$ cat config.mk
export PLATFORM = sky130hd
export DESIGN_NAME = vector_exec_unit
export DESIGN_NICKNAME = d
export VERILOG_FILES = /design/src/design/lane_pkg.sv /design/src/design/vector_exec_unit.sv
export SDC_FILE = /design/constraint.sdc
export NUM_CORES = 1
export LEC_CHECK = 0
export BUFFER_PORTS_ARGS = -buffer_cell sky130_fd_sc_hd__buf_2
export CORE_MARGIN = 10
export CORE_UTILIZATION = 58
export CTS_CLUSTER_SIZE = 16
export DETAILED_ROUTE_END_ITERATION = 10
export MAX_ROUTING_LAYER = met4
export PLACE_DENSITY = 0.84
export REMOVE_ABC_BUFFERS = 1
export SLEW_MARGIN = 20
export SYNTH_ARGS = -nofsm -noshare
export SYNTH_HDL_FRONTEND = slang
export SYNTH_SLANG_ARGS = --single-unit
export TNS_END_PERCENT = 100
$ cat constraint.sdc
create_clock -name clk_i -period 10.5 [get_ports clk_i]
set_clock_uncertainty 0.05 [all_clocks]
set_input_delay 1.05 -clock clk_i [delete_from_list [all_inputs] [get_ports clk_i]]
set_output_delay 1.05 -clock clk_i [all_outputs]
set_load 0.02 [all_outputs]
$ cat src/design/lane_pkg.sv
// Element, strobe, register-index, opcode and sequencer-state types for the lane

package lane_pkg;

  ////////////////////
  // Datapath widths
  ////////////////////

  // One vector element
  typedef logic [63:0] elen_t;

  // Byte enables of one element
  typedef logic [7:0] strb_t;

  // Vector register index, 32 registers
  typedef logic [4:0] vreg_t;

  ////////////////////
  // Instructions
  ////////////////////

  // Element-wise ops compute vd = vs2 op vs1, the store streams vs2 out
  typedef enum logic [2:0] {
    VOP_ADD   = 3'd0,
    VOP_SUB   = 3'd1,
    VOP_AND   = 3'd2,
    VOP_OR    = 3'd3,
    VOP_XOR   = 3'd4,
    VOP_STORE = 3'd5
  } vop_e;

  // Instruction control FSM
  typedef enum logic [2:0] {
    ST_IDLE       = 3'd0,
    ST_ALU_RUN    = 3'd1,
    ST_ALU_DRAIN  = 3'd2,
    ST_DONE       = 3'd3,
    ST_STORE_RUN  = 3'd4,
    ST_STORE_DONE = 3'd5
  } seq_state_e;

endpackage : lane_pkg

$ cat src/design/vector_exec_unit.sv
// Integer ALU pipeline with write-back and the store operand register

`timescale 1ns/100ps

module vector_exec_unit #(
  parameter int unsigned NrElems = 8
) (
  input  logic                           clk_i,
  input  logic                           rst_ni,
  // From the sequencer
  input  logic                           issue_valid_i,
  input  logic [$clog2(NrElems)-1:0]     issue_idx_i,
  input  lane_pkg::vop_e                 op_i,
  input  lane_pkg::vreg_t                vd_i,
  // Operands, opa is vs2 and opb is vs1
  input  lane_pkg::elen_t                opa_i,
  input  lane_pkg::elen_t                opb_i,
  // Write-back
  output logic                           alu_we_o,
  output lane_pkg::vreg_t                alu_vd_o,
  output logic [$clog2(NrElems)-1:0]     alu_idx_o,
  output lane_pkg::elen_t                alu_wdata_o,
  // Store unit
  output lane_pkg::elen_t                stu_operand_o,
  output logic                           stu_operand_valid_o,
  input  logic                           stu_operand_ready_i,
  // Status
  output logic                           stu_buf_free_o,
  output logic                           stu_handshake_o
);

  localparam int unsigned IdxW = $clog2(NrElems);

  // Issue tag, aligned with the register read data
  logic            tag_valid_q;
  logic [IdxW-1:0] tag_idx_q;
  logic            tag_is_store;

  logic            res_valid_q;
  logic [IdxW-1:0] res_idx_q;
  lane_pkg::vreg_t res_vd_q;
  lane_pkg::elen_t res_data_q;
  lane_pkg::elen_t alu_res;

  lane_pkg::elen_t stu_q;
  logic            stu_valid_q;

  ////////////////////
  // ALU
  ////////////////////

  always_comb begin
    unique case (op_i)
      lane_pkg::VOP_ADD: alu_res = opa_i + opb_i;
      lane_pkg::VOP_SUB: alu_res = opa_i - opb_i;
      lane_pkg::VOP_AND: alu_res = opa_i & opb_i;
      lane_pkg::VOP_OR:  alu_res = opa_i | opb_i;
      lane_pkg::VOP_XOR: alu_res = opa_i ^ opb_i;
      default:           alu_res = opa_i;
    endcase
  end

  assign tag_is_store = (op_i == lane_pkg::VOP_STORE);

  always_ff @(posedge clk_i or negedge rst_ni) begin
    if (!rst_ni) begin
      tag_valid_q <= 1'b0;
      res_valid_q <= 1'b0;
      stu_valid_q <= 1'b0;
    end else begin
      tag_valid_q <= issue_valid_i;
      res_valid_q <= tag_valid_q && !tag_is_store;
      // Sequencer only reads when the register is free or draining
      if (tag_valid_q && tag_is_store) begin
        stu_valid_q <= 1'b1;
      end else if (stu_handshake_o) begin
        stu_valid_q <= 1'b0;
      end
    end
  end

  always_ff @(posedge clk_i) begin
    tag_idx_q  <= issue_idx_i;
    res_idx_q  <= tag_idx_q;
    res_vd_q   <= vd_i;
    res_data_q <= alu_res;
    if (tag_valid_q && tag_is_store) begin
      stu_q <= opa_i;
    end
  end

  assign alu_we_o    = res_valid_q;
  assign alu_vd_o    = res_vd_q;
  assign alu_idx_o   = res_idx_q;
  assign alu_wdata_o = res_data_q;

  assign stu_operand_o       = stu_q;
  assign stu_operand_valid_o = stu_valid_q;
  assign stu_handshake_o     = stu_valid_q && stu_operand_ready_i;
  assign stu_buf_free_o      = !stu_valid_q || stu_operand_ready_i;

  a_stu_stable: assert property (
    @(posedge clk_i) disable iff (!rst_ni)
    stu_operand_valid_o && !stu_operand_ready_i |=> stu_operand_valid_o && $stable(stu_operand_o)
  ) else $error("vector_exec_unit: store operand changed under back-pressure");

endmodule : vector_exec_unit

==> metrics.cfg <==
[run_status]
outcome=finished, final reports clean

[cells_and_area]
drive_above_1_share_pct=18.8
area_growth_pct=16.1
seq_area_um2=3500
layout_common_cells=280 x buf_2, 193 x a21oi_1, 192 x nor2_1, 192 x ha_1, 149 x inv_1
fin_area_um2=15800
final_common_cell=buf_2
multi_input_area_um2=9190
fill_cells=1937
nets=2273

[power_and_ir_drop]
p_leak_uw=0.00732
vdd_ir_drop_max_uv=98.6
p_total_uw=2030
power.density_nw_per_um2=129

[worst_setup_path]
path_class=input port to flop
crit_end=alu_wdata_o[49]$_DFF_P_
regToRegStartpoint=tag_valid_q$_DFF_PN0_
path_cells=buf_2, or4_4, nor4b_4, nand3_1, o41ai_1, xnor2_1, ha_1, nand4_1, nor3_1, o211ai_1, a31oi_1, o31ai_1, a2111oi_2, nor2_1, xnor2_1, o221ai_1
arrival_ps=6160
startpoint=opb_i[5]
crit_path_end_kind=flop
critPathMaxStageDelay_ps=760
crit_family=simple AND/OR/NAND/NOR gates
crit_path_start_kind=input port
required_ps=10740
slowest_stage=a2111oi_2
r2r_slack_ps=8790
ff2ff_path_depth=2
crit_top_cell=xnor2_1
path_buf_inv=1
reg2reg_to=stu_operand_o[37]$_DFFE_PP_
cp.depth=16
crit_fanout=8

[timing]
setup_slack_ps=4580
rsz0062_at_grt=no
worst_pin_slew_ps=1020
holdWs_ps=277
relSlewSlack_pct=31.5
post-route-min-period_ps=5920
hold_viol=0
drv_slew=0
fin_tns_setup_ps=0
fmax_ghz=0.169
fin_crit_sh_pct=56.4
finalSetupViolCount=0

[floorplanning]
initial_core_util_pct=59.5
dieArea_um2=30000
ios=283
rows=55
dieWidth_um=173
core_um2=22800
fp.dieH_um=173

[synthesis]
ys_seq_area_share_pct=25.7
synthArstFlopShare_pct=2.11
ys_warn_count=0
syn_area_um2=13600
ys.flop_type=dfxtp_1
synth_seq_cells=142
synth_edf_count=64
netlist_instances=1711
synth_area_per_cell_um2=7.94
netlist-cell-type-count=88

[routing]
wl_per_cell_um=19.4
drc_errors=0
ant_nets=0
first_pass_iters=6
vias=13612
dr.first_iter.drc_count=1428
routed_wl_um=43900
vias_per_cell=6.00

[clock_network]
numCtsBuffers=17
cts_sinks=142
cts-root-buf=clkbuf_16
clk_pin_slew_ps=70
clk_path_buf_depth=2
clkLatencyLatePin_ps=430
cts_setup_buffers=0
ctsResizeCount=0
h-tree-depth=4
cts_tree=done
hold_buffers=0

[placed_design]
post_dp_cell_area_um2=15200
dp_slack_ps=4360
gp_congestion=0.992
io_buffers=282
hpwl_um=33300

[grt]
grt_usage_pct=28.6
antenna_found_initial=6
grt-ovfl-total=0
grt_pass1_wl_um=68900
grt_pass1_vias=12853
grt_start_max_net_pins=87

[flow_run]
maxCapViolations=0

[min_path]
holdCritPathClass=flop to flop

## stage by stage
stage | instances | utilization [%]
final | 2269 | 69.1
after CTS | 2263 | 69.0
after global placement | 2231 | 66.4
after floorplan | 1624 | -
after global routing | 2269 | 69.1
after detailed placement | 2231 | 66.4
## Yosys cell counts, drive strengths merged (5+ instances only)
library cell / instances / area share [%]
o221ai: 7 / 0.45
buf: 22 / 0.91
nor3: 17 / 0.63
nor2: 195 / 5.4
inv: 149 / 4.1
o21bai: 14 / 0.77
a22oi: 11 / 0.61
o31ai: 16 / 0.96
xnor2: 90 / 5.9
a211oi: 7 / 0.39
xor2: 21 / 1.4
a41oi: 5 / 0.38
o21ai: 100 / 3.7
nand2: 145 / 4.1
nand2b: 14 / 0.64
nor4: 13 / 0.75
clkbuf: 65 / 1.8
a21o: 22 / 1.2
a21oi: 195 / 7.3
o22ai: 49 / 2.3
and3: 12 / 0.56
nand4: 20 / 1.0
or4: 9 / 0.55
or3: 5 / 0.23
o21a: 44 / 2.4
nand3: 22 / 0.81
dfxtp: 75 / 11
nor2b: 5 / 0.23
a31oi: 19 / 1.0
o41ai: 14 / 1.4
edfxtp: 64 / 14
o211ai: 7 / 0.39
ha: 192 / 18
a22o: 7 / 0.45
## registers in the layout, indices dropped and copies added, names as in the netlist
register             count
alu_wdata_o             64
stu_operand_o           64
alu_vd_o                 5
alu_idx_o                3
tag_idx_q                3
alu_we_o                 1
stu_operand_valid_o      1
tag_valid_q              1
## area by class of cell
type / instances / area share (%)
diodes: 6 / 0.0952
repair buffers: 294 / 9.63
well taps: 313 / 2.48
flip-flops and latches: 142 / 22.2
inverters: 150 / 3.57
multi-input cells: 1332 / 58.2
clock buffers: 19 / 2.94
clock inverters: 13 / 0.864
## power breakdown
| group | total, µW | switching (µW) | internal [µW] | leakage (µW) |
|---|---|---|---|---|
| clock network | 640 | 283 | 357 | 0.000301 |
| logic | 752 | 477 | 276 | 0.00577 |
| registers | 637 | 13.9 | 623 | 0.00125 |
| total | 2030 | 774 | 1260 | 0.00732 |
## worst min-delay path by stage
| stage | from | to | slack (ps) | cells past startpoint |
|---|---|---|---|---|
| 2_1_floorplan | tag_idx_q[0]$_DFF_P_ | alu_idx_o[0]$_DFF_P_ | 260 | 0 |
| 3_3_place_gp | tag_idx_q[2]$_DFF_P_ | alu_idx_o[2]$_DFF_P_ | 260 | 0 |
| 3_5_place_dp | tag_idx_q[2]$_DFF_P_ | alu_idx_o[2]$_DFF_P_ | 260 | 0 |
| 4_1_cts | tag_idx_q[2]$_DFF_P_ | alu_idx_o[2]$_DFF_P_ | 280 | 0 |
| 5_1_grt | tag_idx_q[1]$_DFF_P_ | alu_idx_o[1]$_DFF_P_ | 290 | 0 |
| 6_report | tag_idx_q[2]$_DFF_P_ | alu_idx_o[2]$_DFF_P_ | 280 | 0 |
## worst register-to-register path, cell delays in order (launching register included)
cell,delay (ps)
dfrtp_1,340
nor3b_2,160
buf_4,730
## cell families (layout without fill, tap and decap cells)
family	count (synthesis)	after routing	synth area share, %
muxes	5	5	0.377
AOI/OAI and AO/OA	545	545	25.6
other	0	6	0
DFF	142	142	25.7
and+or+nand+nor	478	478	16.4
buffers and inverters	237	476	6.85
adders and majority gates	193	193	17.8
xor gates and xnor gates	111	111	7.21
## routing by layer
| metal | part of all wire [%] | vias up | global-route usage [%] |
|---|---|---|---|
| met5 | 0 | - | - |
| met1 | 45 | 6387 | 38.4 |
| met3 | 8.4 | 67 | 4.81 |
| met2 | 45 | 615 | 43.3 |
| li1 | - | 6543 | - |
| met4 | 2.0 | 0 | 8.70 |
Power figures use the tool's default switching activity.
