File: config.mk
export PLATFORM = sky130hd
export DESIGN_NAME = elem_counter
export DESIGN_NICKNAME = d
export VERILOG_FILES = /design/src/design/elem_counter.sv
export SDC_FILE = /design/constraint.sdc
export NUM_CORES = 1
export LEC_CHECK = 0
export BUFFER_PORTS_ARGS = -buffer_cell sky130_fd_sc_hd__buf_2
export CORE_AREA = 2 2 39 41
export DETAILED_ROUTE_END_ITERATION = 16
export DIE_AREA = 0 0 41 43
export MAX_ROUTING_LAYER = met4
export SLEW_MARGIN = 10
export SYNTH_ARGS = -nofsm -noshare
export SYNTH_HDL_FRONTEND = slang
export SYNTH_SLANG_ARGS = --single-unit
File: constraint.sdc
create_clock -name clk_i -period 1.5 [get_ports clk_i]
set_input_delay 0.075 -clock clk_i [delete_from_list [all_inputs] [get_ports clk_i]]
set_output_delay 0.075 -clock clk_i [all_outputs]
set_load 0.03 [all_outputs]
File: src/design/elem_counter.sv
// Element index counter with load, advance and last-element flag

`timescale 1ns/100ps

module elem_counter #(
  parameter int unsigned NrElems = 8
) (
  input  logic                           clk_i,
  input  logic                           rst_ni,
  input  logic                           load_i,
  input  logic [$clog2(NrElems):0]       vl_i,
  input  logic                           advance_i,
  output logic [$clog2(NrElems)-1:0]     idx_o,
  output logic                           last_o
);

  localparam int unsigned IdxW = $clog2(NrElems);

  logic [IdxW-1:0] idx_q;
  logic [IdxW:0]   vl_q;
  // Set once the last element has been advanced past
  logic            spent_q;

  always_ff @(posedge clk_i or negedge rst_ni) begin
    if (!rst_ni) begin
      idx_q   <= '0;
      vl_q    <= '0;
      spent_q <= 1'b0;
    end else if (load_i) begin
      idx_q   <= '0;
      vl_q    <= vl_i;
      spent_q <= 1'b0;
    end else if (advance_i) begin
      // Hold on the final element
      if (!last_o) begin
        idx_q <= idx_q + 1'b1;
      end else begin
        spent_q <= 1'b1;
      end
    end
  end

  assign idx_o  = idx_q;
  assign last_o = ({1'b0, idx_q} == (vl_q - 1'b1));

  a_no_advance_after_last: assert property (
    @(posedge clk_i) disable iff (!rst_ni) advance_i |-> !spent_q
  ) else $error("elem_counter: advance after last element without reload");

endmodule : elem_counter

==> run_results.csv, run 1 <==
group,metric,value,unit
sta,tightest_slew,0.200,ns
placement,post_dp_cell_area,548,um2
sta,skew,0.00633,ns
clock_tree,htreeDepth,1,
grt,grt.total_usage,14.2,%
finish,syn_to_final_growth,50.3,%
die,rows,14,
synthesis,synthesis.nets,48,
sta,maxSlewHeadroom,86.7,%
flow_run,max_cap_violations,0,
finish,final_nets,73,
detailed_routing,maxUsedRoutingLayer,"met4",
die,die_area,0.00176,mm2
die,fp.dieW,41,um
status,status,"finished, violations left",
finish,drive_above_1_share,61.3,%
detailed_routing,met2_length,405,um
grt,grt_pass1_vias,325,
synthesis,syn_area,438,um2
power,p_switching,191,uW
power,p_comb_share,35.4,%
setup_path,cp.arrival,1.58,ns
detailed_routing,wire_per_inst,11.6,um
clock_tree,clk_path_buf_depth,2,
placement,portBuffers,11,
detailed_routing,vias_per_cell,4.35,
detailed_routing,routed_wl,901,um
clock_tree,path_clk_slew,0.06,ns
power,p_leak,0.000328,uW
synthesis,yosysWarnings,0,
power,p_per_area,949,mW/mm2
power,p_clk_share,28.3,%
sta,fin_setup_tns,-0.531,ns
detailed_routing,dr_wl_met3,43,um
die,core_area,0.00138,mm2
finish,final_cell_mix,"10 x buf_2, 8 x buf_4, 6 x dfrtp_1",
grt,antenna_found_initial,0,
detailed_routing,drc,0,
placement,gp_congestion,0.703,
synthesis,ys_seq_area_share,40.0,%
setup_path,crit_type,"reg2out",
setup_path,path_max_fanout,3,
sta,period_minus_slack,1.66,ns
min_path,hp-class,"in2reg",
sta,fmaxAchievable,603,MHz
detailed_routing,ant_nets,0,
synthesis,yosysTopAreaCellShare,40.0,%
clock_tree,cts_tree,"yes",
setup_path,cp-end-kind,"output port",
clock_tree,numCtsBuffers,3,
sta,finalHoldViolations,0,
synthesis,syn_inst,38,
finish,design_area,658,um2
finish,multi_input_area,285,um2
grt,globalRouteOverflowTotal,0,
finish,layout_commonest_cell,"buf_2",
power,p_int,434,uW
detailed_routing,wl_met1,408,um
finish,n_antenna_cell,0,
sta,slew_viol_final,0,
synthesis,synth_cell_types,21,
synthesis,synth_area_leader_cell,"dfrtp_1",
sta,setup_viol,4,
synthesis,ys_top_cells_by_area,"dfrtp_1 40%, xor2_1 6.0%, ha_1 5.7%, xor3_1 5.4%, mux2_2 5.1%",
detailed_routing,via_count,339,
synthesis,ys_seq_elements,7,
clock_tree,clock_sinks,7,
setup_path,cp.required,1.42,ns
die,die_y,43,um
finish,seqCellArea,176,um2
setup_path,start_kind,"flip-flop",
sta,whs,0.0248,ns
sta,setup_slack,-0.158,ns
status,violations,"negative setup slack",
clock_tree,clk_latency,0.26,ns
placement,preCtsSetupSlack,-0.165,ns
power,ir_drop,0.000391,V
detailed_routing,dr.pass1.iters,2,
power,seqPwrFrac,36.4,%
die,initial_core_util,31.6,%
power,switching_share,30.6,%
die,ioPinCount,12,
grt,grt_max_degree,13,
finish,fillers,128,
setup_path,reg2reg_slack,-0.15,ns
clock_tree,root_buffer,"clkbuf_4",
synthesis,postSynthAreaPerCell,11.5,um2
sta,period_share,111,%
sta,rsz0062_at_grt,"yes",
placement,dp_hpwl,640,um
grt,grt_pass1_wl,1.49,mm
detailed_routing,first_iter_violations,2,
[stage by stage]
| step | utilization [%] | total power (uW) | cells |
|---|---|---|---|
| final | 47.6 | 625 | 78 |
| after global routing | 47.6 | 667 | 78 |
| after CTS | 45.4 | 619 | 76 |
| after detailed placement | 39.6 | 404 | 69 |
| after global placement | 39.6 | 399 | 69 |
| after floorplan | - | 347 | 38 |
[power by group through the flow]
| stage | sequential [uW] | clock [uW] | combinational, uW |
|---|---|---|---|
| 2_1_floorplan | 241 | 0 | 106 |
| 3_3_place_gp | 228 | 0 | 171 |
| 3_5_place_dp | 229 | 0 | 175 |
| 4_1_cts | 227 | 183 | 209 |
| 5_1_grt | 231 | 193 | 244 |
| 6_report | 227 | 177 | 221 |
[synth_stat cells]
library cell,instances
dfrtp_1,7
nand2_1,3
xor2_1,3
ha_1,2
inv_1,2
mux2_2,2
nand2b_1,2
nor2_1,2
nor2b_1,2
o21ai_0,2
a21boi_2,1
a21oi_1,1
and2_1,1
clkbuf_1,1
mux2_1,1
mux2_4,1
mux2i_1,1
o211a_4,1
o22ai_2,1
or3_4,1
xor3_1,1
[cells by family after synthesis]
logic type	synth area share (%)
and+or+nand+nor	14.0
DFF	40.0
AOI/OAI and AO/OA	12.9
muxes	13.4
xor gates and xnor gates	11.4
buffers and inverters	2.57
adders and majority gates	5.71
[timing repair]
| action | CTS | global route |
|---|---|---|
| hold buffers | 1 | 0 |
| setup buffers | 2 | 2 |
| pin swaps | 2 | 1 |
| setup endpoints to repair | 4 | 4 |
| resized for setup | 6 | 4 |
| hold endpoints to repair | 7 | 0 |
[final cells by class]
type,instances,share of cell area [%]
clock buffers,4,3.99
inverters,2,1.14
multi-input cells,28,43.3
flip-flops and latches,7,26.8
well taps,16,3.04
repair buffers,21,21.7
[critical path: stages (launching register included)]
cell,delay [ns]
dfrtp_1,0.40
buf_6,0.12
xor3_1,0.35
o22ai_2,0.16
and2_4,0.18
buf_6,0.12
[layer usage]
| layer | track usage, % | vias up |
|---|---|---|
| met5 | - | - |
| met4 | 14.0 | 0 |
| met3 | 3.14 | 4 |
| met2 | 18.4 | 11 |
| met1 | 16.7 | 148 |
| li1 | - | 176 |
[worst paths after layout]
check                         from        to  cells past startpoint
setup / recovery           vl_q[2]    last_o                      5
hold / removal             vl_i[0]   vl_q[0]                      3
setup reg to reg           vl_q[2]  idx_o[0]                      6
hold reg to reg            vl_q[2]   vl_q[2]                      1
max in group asynchronous   rst_ni  idx_o[2]                      2
min in group asynchronous   rst_ni   vl_q[2]                      2
[flip-flops by register name, indices dropped and copies added (netlist names)]
signal	cells
vl_q	4
idx_o	3
(Power assumes the default switching activity.)
==> run 2, diff against run 1 <==
==> constraint.sdc (replaced) <==
create_clock -name clk_i -period 1.86 [get_ports clk_i]
set_input_delay 0.093 -clock clk_i [delete_from_list [all_inputs] [get_ports clk_i]]
set_output_delay 0.093 -clock clk_i [all_outputs]
set_load 0.03 [all_outputs]
==> run 2 against run 1 <==
- the flow now finishes without violations
- critical endpoint unchanged
- design area decreased by 17%
- global-route usage decreased by 2.4 points
- total power decreased by 28%
==> run_results.csv, run 2 (synthesis gave the netlist of run 1 again) <==
group,metric,value,unit
setup_path,slowest_delay,0.39,ns
placement,gp_congestion,0.650,
setup_path,path_cells,"inv_1 > ha_1 > xor3_1 > o22ai_2 > and2_1 > buf_4",
die,ioPinCount,12,
clock_tree,post_cts_buffers,0,
placement,portBuffers,11,
grt,antenna_found_initial,0,
sta,fin_setup_tns,0,ns
finish,largest_register,"vl_q",
grt,grt_pass1_wl,1.28,mm
setup_path,cp.required,1.77,ns
setup_path,cp.arrival,1.64,ns
status,status,"finished, final reports clean",
sta,period_minus_slack,1.74,ns
grt,top_usage_layer,"met1",
clock_tree,path_clk_slew,0.05,ns
grt,grt_pass1_vias,289,
clock_tree,clk_latency,0.25,ns
sta,period_share,93.3,%
detailed_routing,vias_per_cell,4.59,
placement,preCtsSetupSlack,0.172,ns
detailed_routing,first_iter_violations,4,
clock_tree,clock_sinks,7,
power,p_per_area,824,mW/mm2
sta,rsz0062_at_grt,"no",
clock_tree,cts_tree,"yes",
power,p_leak,0.000283,uW
sta,skew,0.00686,ns
grt,grt.total_usage,11.8,%
die,die_y,43,um
detailed_routing,via_count,317,
setup_path,path_max_fanout,3,
detailed_routing,routed_wl,778,um
finish,drive_above_1_share,39.6,%
power,total_power,451,uW
setup_path,cp-end-kind,"output port",
detailed_routing,dr.pass1.iters,2,
power,ir_drop,0.000357,V
clock_tree,root_buffer,"clkbuf_4",
sta,finalHoldViolations,0,
clock_tree,htreeDepth,1,
setup_path,start_kind,"flip-flop",
min_path,hp-class,"in2reg",
finish,layout_commonest_cell,"buf_2",
flow_run,max_cap_violations,0,
grt,grtUsageMet2,14.7,%
grt,globalRouteOverflowTotal,0,
sta,tightest_slew,0.217,ns
die,fp.dieW,41,um
sta,setup_viol,0,
die,rows,14,
grt,grt_max_degree,13,
setup_path,cp_slowest_cell,"dfrtp_1",
die,die_area,0.00176,mm2
finish,final_cell_mix,"10 x buf_2, 7 x dfrtp_1, 3 x xor2_1, 3 x nand2_1, 3 x clkbuf_4",
setup_path,crit_type,"reg2out",
sta,fmaxAchievable,576,MHz
detailed_routing,ant_nets,0,
placement,dp_hpwl,604,um
grt,grt_use_met1,15.0,%
clock_tree,numCtsBuffers,3,
sta,slew_viol_final,0,
detailed_routing,drc,0,
sta,setup_slack,0.124,ns
finish,syn_to_final_growth,25.1,%
finish,final_nets,64,
die,initial_core_util,31.6,%
setup_path,path_delay_family,"flip-flops",
sta,maxSlewHeadroom,85.5,%
clock_tree,clk_path_buf_depth,2,
die,core_area,0.00138,mm2
detailed_routing,wire_per_inst,11.3,um
finish,postLayoutCoreUtil,39.6,%
finish,n_antenna_cell,0,
setup_path,worst-path-buf-inv,2,
grt,gr-usage-met3,4.71,%
finish,largest_register_ffs,4,
-- run 2: where the power goes --
| part | switching (uW) | internal, uW | total (uW) |
|---|---|---|---|
| combinational | 63.3 | 64.4 | 128 |
| clock | 59.2 | 82.1 | 141 |
| sequential | 15.7 | 167 | 182 |
| total | 138 | 313 | 451 |
-- run 2: path summary, 6_finish.rpt --
kind / cells after the start / slack, ns / to / startpoint
max: 6 / 0.12 / last_o / vl_q[0]
min: 3 / 0.06 / vl_q[1] / vl_i[1]
max reg2reg: 6 / 0.19 / idx_o[0] / vl_q[0]
min reg2reg: 1 / 0.58 / vl_q[2] / vl_q[2]
max in group asynchronous: 2 / 1.49 / vl_q[0] / rst_ni
min in group asynchronous: 2 / 0.20 / idx_o[2] / rst_ni
-- run 2: layout make-up --
cell class                 count  area (um2)
timing repair buffer          12        67.6
tap                           16        20.0
fill                         143         836
multi-input combinational     28         251
inverter                       2        7.51
sequential                     7         175
clock buffer                   4        26.3
-- run 2: per-layer routing --
metal	wire (um)	up-vias	share of wire (%)
met1	365	147	47
met2	360	10	46
met4	14	0	1.8
met3	37	2	4.8
met5	0	-	0
li1	-	158	-
-- run 2: worst register-to-register path: cells and delay by family, from the launching register on --
family	cells	cell delay, ns
AOI/OAI and AO/OA	2	0.33
muxes	1	0.32
xor gates and xnor gates	1	0.17
DFF	1	0.37
adders and majority gates	1	0.30
buffers and inverters	1	0.07
-- run 2: metrics by stage --
step                      instance area [um2]  instances  hold WS (ns)
final                                     548         69        0.0555
after global routing                      548         69        0.0633
after detailed placement                  509         64       -0.0626
after floorplan                           438         38        -0.203
after CTS                                 546         69        0.0544
after global placement                    509         64       -0.0588
-- run 2: what timing repair did --
action | in CTS | in global routing
resized for setup | 0 | 2
setup endpoints to repair | 0 | 1
hold endpoints to repair | 7 | 0
hold buffers | 1 | 0
