<file path="src/design/lane_pkg.sv">
// Element, strobe, register-index, opcode and sequencer-state types for the lane

package lane_pkg;

  ////////////////////
  // Datapath widths
  ////////////////////

  // One vector element
  typedef logic [63:0] elen_t;

  // Byte enables of one element
  typedef logic [7:0] strb_t;

  // Vector register index, 32 registers
  typedef logic [4:0] vreg_t;

  ////////////////////
  // Instructions
  ////////////////////

  // Element-wise ops compute vd = vs2 op vs1, the store streams vs2 out
  typedef enum logic [2:0] {
    VOP_ADD   = 3'd0,
    VOP_SUB   = 3'd1,
    VOP_AND   = 3'd2,
    VOP_OR    = 3'd3,
    VOP_XOR   = 3'd4,
    VOP_STORE = 3'd5
  } vop_e;

  // Instruction control FSM
  typedef enum logic [2:0] {
    ST_IDLE       = 3'd0,
    ST_ALU_RUN    = 3'd1,
    ST_ALU_DRAIN  = 3'd2,
    ST_DONE       = 3'd3,
    ST_STORE_RUN  = 3'd4,
    ST_STORE_DONE = 3'd5
  } seq_state_e;

endpackage : lane_pkg

</file>
<file path="src/design/lane_sequencer.sv">
// Instruction-control FSM issuing element reads and signalling completion

`timescale 1ns/100ps

module lane_sequencer #(
  parameter int unsigned NrElems = 8
) (
  input  logic                     clk_i,
  input  logic                     rst_ni,
  // Instruction from the main sequencer
  input  logic                     pe_req_valid_i,
  input  lane_pkg::vop_e           pe_req_op_i,
  input  lane_pkg::vreg_t          pe_req_vd_i,
  input  lane_pkg::vreg_t          pe_req_vs1_i,
  input  lane_pkg::vreg_t          pe_req_vs2_i,
  input  logic [$clog2(NrElems):0] pe_req_vl_i,
  output logic                     pe_req_ready_o,
  output logic                     vinsn_done_o,
  // Element counter
  output logic                     cnt_load_o,
  output logic                     cnt_advance_o,
  input  logic                     cnt_last_i,
  // Read issue
  output logic                     issue_valid_o,
  output lane_pkg::vreg_t          issue_vs1_o,
  output lane_pkg::vreg_t          issue_vs2_o,
  // Execution unit
  output lane_pkg::vop_e           exec_op_o,
  output lane_pkg::vreg_t          exec_vd_o,
  input  logic                     stu_buf_free_i,
  input  logic                     stu_handshake_i
);

  lane_pkg::seq_state_e state_q, state_d;
  lane_pkg::vop_e       op_q;
  lane_pkg::vreg_t      vd_q;
  lane_pkg::vreg_t      vs1_q;
  lane_pkg::vreg_t      vs2_q;
  logic                 drain_q;
  // A store read was issued last cycle and its data is not yet in the store register
  logic                 rd_pending_q;
  logic                 accept;

  assign pe_req_ready_o = (state_q == lane_pkg::ST_IDLE);
  assign accept         = pe_req_valid_i && pe_req_ready_o;
  assign cnt_load_o     = accept;
  assign vinsn_done_o   = (state_q == lane_pkg::ST_DONE);

  ////////////////////
  // Next state
  ////////////////////

  always_comb begin
    state_d       = state_q;
    issue_valid_o = 1'b0;
    cnt_advance_o = 1'b0;
    unique case (state_q)
      lane_pkg::ST_IDLE: begin
        if (accept) begin
          state_d = (pe_req_op_i == lane_pkg::VOP_STORE) ? lane_pkg::ST_STORE_RUN
                                                         : lane_pkg::ST_ALU_RUN;
        end
      end
      // One element per cycle
      lane_pkg::ST_ALU_RUN: begin
        issue_valid_o = 1'b1;
        cnt_advance_o = 1'b1;
        if (cnt_last_i) begin
          state_d = lane_pkg::ST_ALU_DRAIN;
        end
      end
      // Two cycles for the last result to reach the register file
      lane_pkg::ST_ALU_DRAIN: begin
        if (drain_q) begin
          state_d = lane_pkg::ST_DONE;
        end
      end
      lane_pkg::ST_DONE: begin
        state_d = lane_pkg::ST_IDLE;
      end
      lane_pkg::ST_STORE_RUN: begin
        if (!rd_pending_q && stu_buf_free_i) begin
          issue_valid_o = 1'b1;
          cnt_advance_o = 1'b1;
          if (cnt_last_i) begin
            state_d = lane_pkg::ST_STORE_DONE;
          end
        end
      end
      // Only the last element can still be handed over here
      lane_pkg::ST_STORE_DONE: begin
        if (stu_handshake_i) begin
          state_d = lane_pkg::ST_DONE;
        end
      end
      default: state_d = lane_pkg::ST_IDLE;
    endcase
  end

  always_ff @(posedge clk_i or negedge rst_ni) begin
    if (!rst_ni) begin
      state_q      <= lane_pkg::ST_IDLE;
      op_q         <= lane_pkg::VOP_ADD;
      drain_q      <= 1'b0;
      rd_pending_q <= 1'b0;
    end else begin
      state_q      <= state_d;
      drain_q      <= (state_q == lane_pkg::ST_ALU_DRAIN) && !drain_q;
      rd_pending_q <= issue_valid_o;
      if (accept) begin
        op_q <= pe_req_op_i;
      end
    end
  end

  // Register operands of the running instruction
  always_ff @(posedge clk_i) begin
    if (accept) begin
      vd_q  <= pe_req_vd_i;
      vs1_q <= pe_req_vs1_i;
      vs2_q <= pe_req_vs2_i;
    end
  end

  assign issue_vs1_o = vs1_q;
  assign issue_vs2_o = vs2_q;
  assign exec_op_o   = op_q;
  assign exec_vd_o   = vd_q;

  a_vl_range: assert property (
    @(posedge clk_i) disable iff (!rst_ni)
    accept |-> (pe_req_vl_i >= 1) && (pe_req_vl_i <= NrElems)
  ) else $error("lane_sequencer: vl out of range at acceptance");

endmodule : lane_sequencer

</file>
<file path="config.mk">
export PLATFORM = sky130hd
export DESIGN_NAME = lane_sequencer
export DESIGN_NICKNAME = d
export VERILOG_FILES = /design/src/design/lane_pkg.sv /design/src/design/lane_sequencer.sv
export SDC_FILE = /design/constraint.sdc
export NUM_CORES = 1
export LEC_CHECK = 0
export CAP_MARGIN = 10
export CORE_MARGIN = 5
export CORE_UTILIZATION = 35
export CTS_CLUSTER_DIAMETER = 50
export DETAILED_ROUTE_END_ITERATION = 16
export DONT_BUFFER_PORTS = 1
export SLEW_MARGIN = 10
export SYNTH_ARGS = -nofsm -noshare
export SYNTH_HDL_FRONTEND = slang
export SYNTH_SLANG_ARGS = --single-unit
</file>
<file path="constraint.sdc">
create_clock -name clk_i -period 3.5 [get_ports clk_i]
set_clock_uncertainty 0.05 [all_clocks]
set_input_delay 0 -clock clk_i [delete_from_list [all_inputs] [get_ports clk_i]]
set_output_delay 0 -clock clk_i [all_outputs]
set_load 0.03 [all_outputs]
</file>
==> metrics, run 1 <==
first-pass GRT wire length=2739 um; Initial DRT Pass Iterations=3; max_slew headroom=40.10%; Setup Buffers After CTS=0; clock power share=12.7%; Worst EP required=3450 ps; Clk Latency, worst-skew pair=310 ps; Setup-failing EPs final=0; GPL Wtd Cong=0.6751; CP Buf/Inv Count=1; crit path max fanout=19; actual slew at the worst max-slew pin=898.5 ps; yosys warns=0; routed vias=569; ys async rst share=34.78%; sequential fraction of the synthesis area=71.23%; post-route minimum period=2529 ps; vias in the first global route=620; ANT nets after route=0; Peak supply drop=0.5273 mV; Mean Syn Cell Area=15.75 sq um; Largest stage delay, worst path=810 ps; number of remaining DRC errors=0; Final Cycle Share=72.26%; fraction of layout cells with a size suffix above 1=11.76%; critical path class=reg -> out; hold-critical path depth=4; Startpoint Class=register; I/O pins=51; net count after synthesis=86; Final Max Slew Viols=0; CP arrival=2480 ps; Synth Flop Type=edfxtp_1; Final Hold Viols=0; die footprint=0.003731 sq mm; fmax=395.4 MHz; crit-path cells=nor3_2 > and2_1 > buf_4; Worst-path clk slew=130 ps; Pint=552.1 uW; CTS tree=yes; Die Span X=61.09 um; #FFs+latches synth=23; core box area=0.002477 sq mm; pwr/cell area=778.3 mW/mm^2; # resized after CTS=0; Vias/cell=4.948; nets@finish=114; Die H=61.09 um; antenna violations before repair=0; maximum number of pins on one net before global-route repair=20; crit end category=primary output; routed len/inst=15.90 um; CTS Buf Count=3; Netlist cell types=23; Sw Pwr=386.6 uW; total of max-cap violations=0; Sw Share=41.18%; Synth Instances=58; Initial Utilization=36.87%; DP HPWL=1326 um; # rows=18; type of the worst min-delay path=in -> reg; delay-heaviest family, CP=simple AND/OR/NAND/NOR gates; Reg power frac=58.0%; Clock Sinks=23; Total GRT Usage=9.891%; synthesized area=913.4 sq um; Setup TNS Final=0 ps; placed cells=86; most area-consuming cells after synthesis=edfxtp_1, dfrtp_1, mux2_4; combinational power share=29.3%; H-tree lvl count=1; Layout Cells excl Fill=115; cell taking the most area after synthesis=edfxtp_1; clk buf depth=2; status=finished clean; area delta synth->final=32.06%; clock root cell=clkbuf_4; cts hold-fix bufs=25; Max stage delay cell, worst path=and2_1; initial drt markers=8; final wirelength=1828 um; n_diodes=0; RSZ-0062 raised after global routing=false; Reg2Reg Depth=3; cell count along the critical path=3; Synth top area share=49.32%; EDFF count, synth=15; port bufs=0; P_leak=0.4595 nW; global route overflow=0
## cells in the mapped netlist (2+ instances only)
library cell / count
nor4bb_1: 2
buf_4: 2
nand2b_1: 2
o22ai_1: 3
edfxtp_1: 15
dfrtp_1: 8
mux2_4: 3
nand3b_1: 2
buf_6: 2
nand2_1: 3
nor2_1: 4
## metrics by stage
stage / utilization (%) / setup slack, ps / power [mW] / area (sq um) / hold WS (ps)
after CTS: 48.69 / 959.0 / 0.9479 / 1206 / 130.5
after floorplan: - / 1575 / 0.7564 / 913.4 / -345.6
after global routing: 48.69 / 821.8 / 0.9914 / 1206 / 155.3
final: 48.69 / 970.8 / 0.9387 / 1206 / 137.7
after global placement: 37.47 / 1170 / 0.7803 / 928.4 / -345.3
after detailed placement: 37.47 / 1150 / 0.7855 / 928.4 / -345.3
## power groups by stage
stage          Clock [mW]  Combinational (mW)  Sequential (mW)
6_report            0.119               0.275            0.544
4_1_cts             0.125               0.277            0.546
3_3_place_gp            0               0.230            0.550
2_1_floorplan           0               0.240            0.517
5_1_grt             0.138               0.297            0.556
3_5_place_dp            0               0.233            0.553
## placed cells by master (no fill, tap or decap), types with 2 or more instances in the layout
cell type / n
dfrtp_1: 8
o22ai_1: 3
dlygate4sd3_1: 25
mux2_4: 3
buf_4: 2
nor2_1: 4
edfxtp_1: 15
nand3b_1: 2
nor4bb_1: 2
clkbuf_4: 3
nand2_1: 3
nand2b_1: 2
## state kept, by name (all words and copies together) (netlist names)
name / flops
drain_q: 1
exec_op_o: 3
exec_vd_o: 5
issue_vs1_o: 5
issue_vs2_o: 5
rd_pending_q: 1
state_q: 3
## cell families (layout without fill, tap and decap cells)
logic type | count (synthesis) | count (layout) | share of synthesized area (%)
compound gates | 7 | 7 | 5.343
mux | 4 | 4 | 6.027
flops | 23 | 23 | 71.23
buf+inv | 5 | 32 | 4.519
simple gates | 19 | 19 | 12.88
## per-layer routing
| metal | up-vias | track usage [%] | share of wire [%] |
|---|---|---|---|
| met5 | - | 0 | 0 |
| met3 | 0 | 4.403 | 15 |
| li1 | 263 | - | - |
| met2 | 37 | 16.31 | 43 |
| met1 | 269 | 11.69 | 42 |
| met4 | 0 | 2.786 | 0 |
## area by class of cell
| cell class | count | area (sq um) |
|---|---|---|
| inverter | 1 | 3.754 |
| multi-input combinational | 30 | 221.5 |
| clock buffer | 3 | 22.52 |
| timing repair buffer | 27 | 265.3 |
| clock inverter | 1 | 5.005 |
| tap | 30 | 37.54 |
| fill | 218 | 1271 |
| sequential | 23 | 650.6 |
## tightest hold or removal path: stages
cell      delay, ps
nor2b_1         120
nand3b_1         70
a21oi_1          60
buf_4           200
## path summary, 6_finish.rpt
path	from	endpoint	slack (ps)
setup / recovery	state_q[0]	cnt_load_o	970
hold / removal	stu_buf_free_i	rd_pending_q	140
setup reg to reg	state_q[0]	exec_op_o[1]	1110
hold reg to reg	drain_q	drain_q	480
max in group asynchronous	rst_ni	exec_op_o[1]	2630
min in group asynchronous	rst_ni	state_q[2]	500
Power figures use the tool's default switching activity.
==> run 2, diff against run 1 <==
==> constraint.sdc (replaced) <==
create_clock -name clk_i -period 2.1 [get_ports clk_i]
set_clock_uncertainty 0.05 [all_clocks]
set_input_delay 0 -clock clk_i [delete_from_list [all_inputs] [get_ports clk_i]]
set_output_delay 0 -clock clk_i [all_outputs]
set_load 0.03 [all_outputs]
==> metrics, run 2 (synthesized netlist as in run 1, its figures left out) <==
Vias/cell=4.991 (was 4.948); routed vias=574 (was 569); die footprint=0.003731 sq mm (unchanged); Peak supply drop=0.8751 mV (was 0.5273 mV); vias in the first global route=637 (was 620); P_leak=0.4603 nW (was 0.4595 nW); clk buf depth=2 (unchanged); fill count=225 (was 218); nets@finish=114 (unchanged); # resized after CTS=0 (unchanged); total chip power=1.586 mW (was 938.7 uW); fin area=0.001215 sq mm (was 0.001206 sq mm); Final Hold Viols=0 (unchanged); crit end category=register (was primary output); Layout Cells excl Fill=115 (unchanged); actual slew at the worst max-slew pin=546.4 ps (was 898.5 ps); core box area=0.002477 sq mm (unchanged); fraction of layout cells with a size suffix above 1=11.76% (unchanged); fmax=605.4 MHz; clock power share=12.4% (was 12.7%); dpl ws=536.0 ps (was 1150 ps); final core occ=49.04% (was 48.69%); DP Area=948.4 sq um (was 928.4 sq um); total of max-cap violations=0 (unchanged); number of remaining DRC errors=0 (unchanged); CP arrival=1850 ps (was 2480 ps); ANT nets after route=0 (unchanged); type of the worst min-delay path=in -> reg (unchanged); global route overflow=0 (unchanged); I/O pins=51 (unchanged); critical path class=reg -> reg (was reg -> out); commonest non-fill, non-tap cells in the layout=dlygate4sd3_1, edfxtp_1, dfrtp_1, nor2_1 (unchanged); Startpoint Class=register (unchanged); antenna violations before repair=0 (unchanged); Sw Pwr=651.3 uW (was 386.6 uW); Die Span X=61.09 um (unchanged); Final Max Slew Viols=0 (unchanged); CTS tree=yes (unchanged); post-route minimum period=1652 ps; Max stage delay cell, worst path=dlygate4sd3_1 (was and2_1); Reg power frac=57.3% (was 58.0%); Pint=935.0 uW (was 552.1 uW); CP Buf/Inv Count=2 (was 1); cts hold-fix bufs=24 (was 25); Clk Latency, worst-skew pair=300 ps (was 310 ps); Worst EP required=2300 ps (was 3450 ps); RSZ-0062 raised after global routing=false (unchanged); status=finished clean (unchanged); Setup WS post-layout=448.1 ps (was 970.8 ps); clock root cell=clkbuf_4 (unchanged); Initial Utilization=36.87% (unchanged); # rows=18 (unchanged); H-tree lvl count=1 (unchanged); Die H=61.09 um (unchanged); Clock Sinks=23 (unchanged); Initial DRT Pass Iterations=2 (was 3); Largest stage delay, worst path=560 ps (was 810 ps); Setup TNS Final=0 ps (unchanged); area delta synth->final=33.01% (was 32.06%); port bufs=0 (unchanged); DP HPWL=1340 um (was 1326 um); crit path max fanout=9 (was 19); FF+latch area=650.6 sq um (unchanged); maximum number of pins on one net before global-route repair=20 (unchanged); max_slew headroom=63.44% (was 40.10%); placed cells=87 (was 86); Final Cycle Share=78.66%; pwr/cell area=1306 mW/mm^2 (was 778.3 mW/mm^2); initial drt markers=7 (was 8); Setup-failing EPs final=0 (unchanged); delay-heaviest family, CP=buffers and inverters (was simple AND/OR/NAND/NOR gates); final wirelength=1909 um (was 1828 um); Total GRT Usage=10.25% (was 9.891%); routed len/inst=16.60 um (was 15.90 um); Worst-path clk slew=120 ps (was 130 ps); CTS Buf Count=3 (unchanged); most common cell after layout, fill and taps aside=dlygate4sd3_1 (unchanged); Sw Share=41.06% (was 41.18%); Setup Buffers After CTS=0 (unchanged); Hold Slack=51.09 ps (was 137.7 ps); area of the multi-input gates=221.5 sq um (unchanged); crit-path cells=inv_1 > o21a_1 > o22ai_1 > dlygate4sd3_1 (was nor3_2 > and2_1 > buf_4); n_diodes=0 (unchanged); combinational power share=30.3% (was 29.3%); GPL Wtd Cong=0.6539 (was 0.6751); first-pass GRT wire length=2808 um (was 2739 um)
## run 2: power by group through the flow
stage                     registers [mW]  clock network (mW)  logic [mW]
after floorplan                    0.861                   0       0.399
after global placement             0.915                   0       0.419
after detailed placement           0.918                   0       0.425
after CTS                          0.907               0.206       0.481
after global routing               0.928               0.224       0.517
final                              0.909               0.197       0.481
## run 2: final cells by class
cell class,instances,share of cell area [%]
well taps,30,3.090
flip-flops and latches,23,53.55
repair buffers,27,22.66
multi-input cells,30,18.23
clock buffers,4,2.163
inverters,1,0.3090
## run 2: worst paths after layout
check,start,cells past startpoint,to,slack [ps]
max,state_q[1],4,state_q[1],450
min reg2reg,drain_q,2,drain_q,460
max in group asynchronous,rst_ni,2,exec_op_o[1],1200
max reg2reg,state_q[1],4,state_q[1],450
min in group asynchronous,rst_ni,2,rd_pending_q,520
min,cnt_last_i,3,state_q[0],50
## run 2: worst register-to-register path, cell delays in order (launching register included)
cell and delay, ps:
dfrtp_1 540, inv_1 130, o21a_1 180, o22ai_1 140, dlygate4sd3_1 560
## run 2: per-layer routing
metal | wire [um] | track usage [%] | vias to the layer above
li1 | - | - | 266
met1 | 815 | 12.40 | 271
met2 | 828 | 16.47 | 37
met3 | 265 | 4.822 | 0
met4 | 0 | 2.786 | 0
met5 | 0 | 0 | -
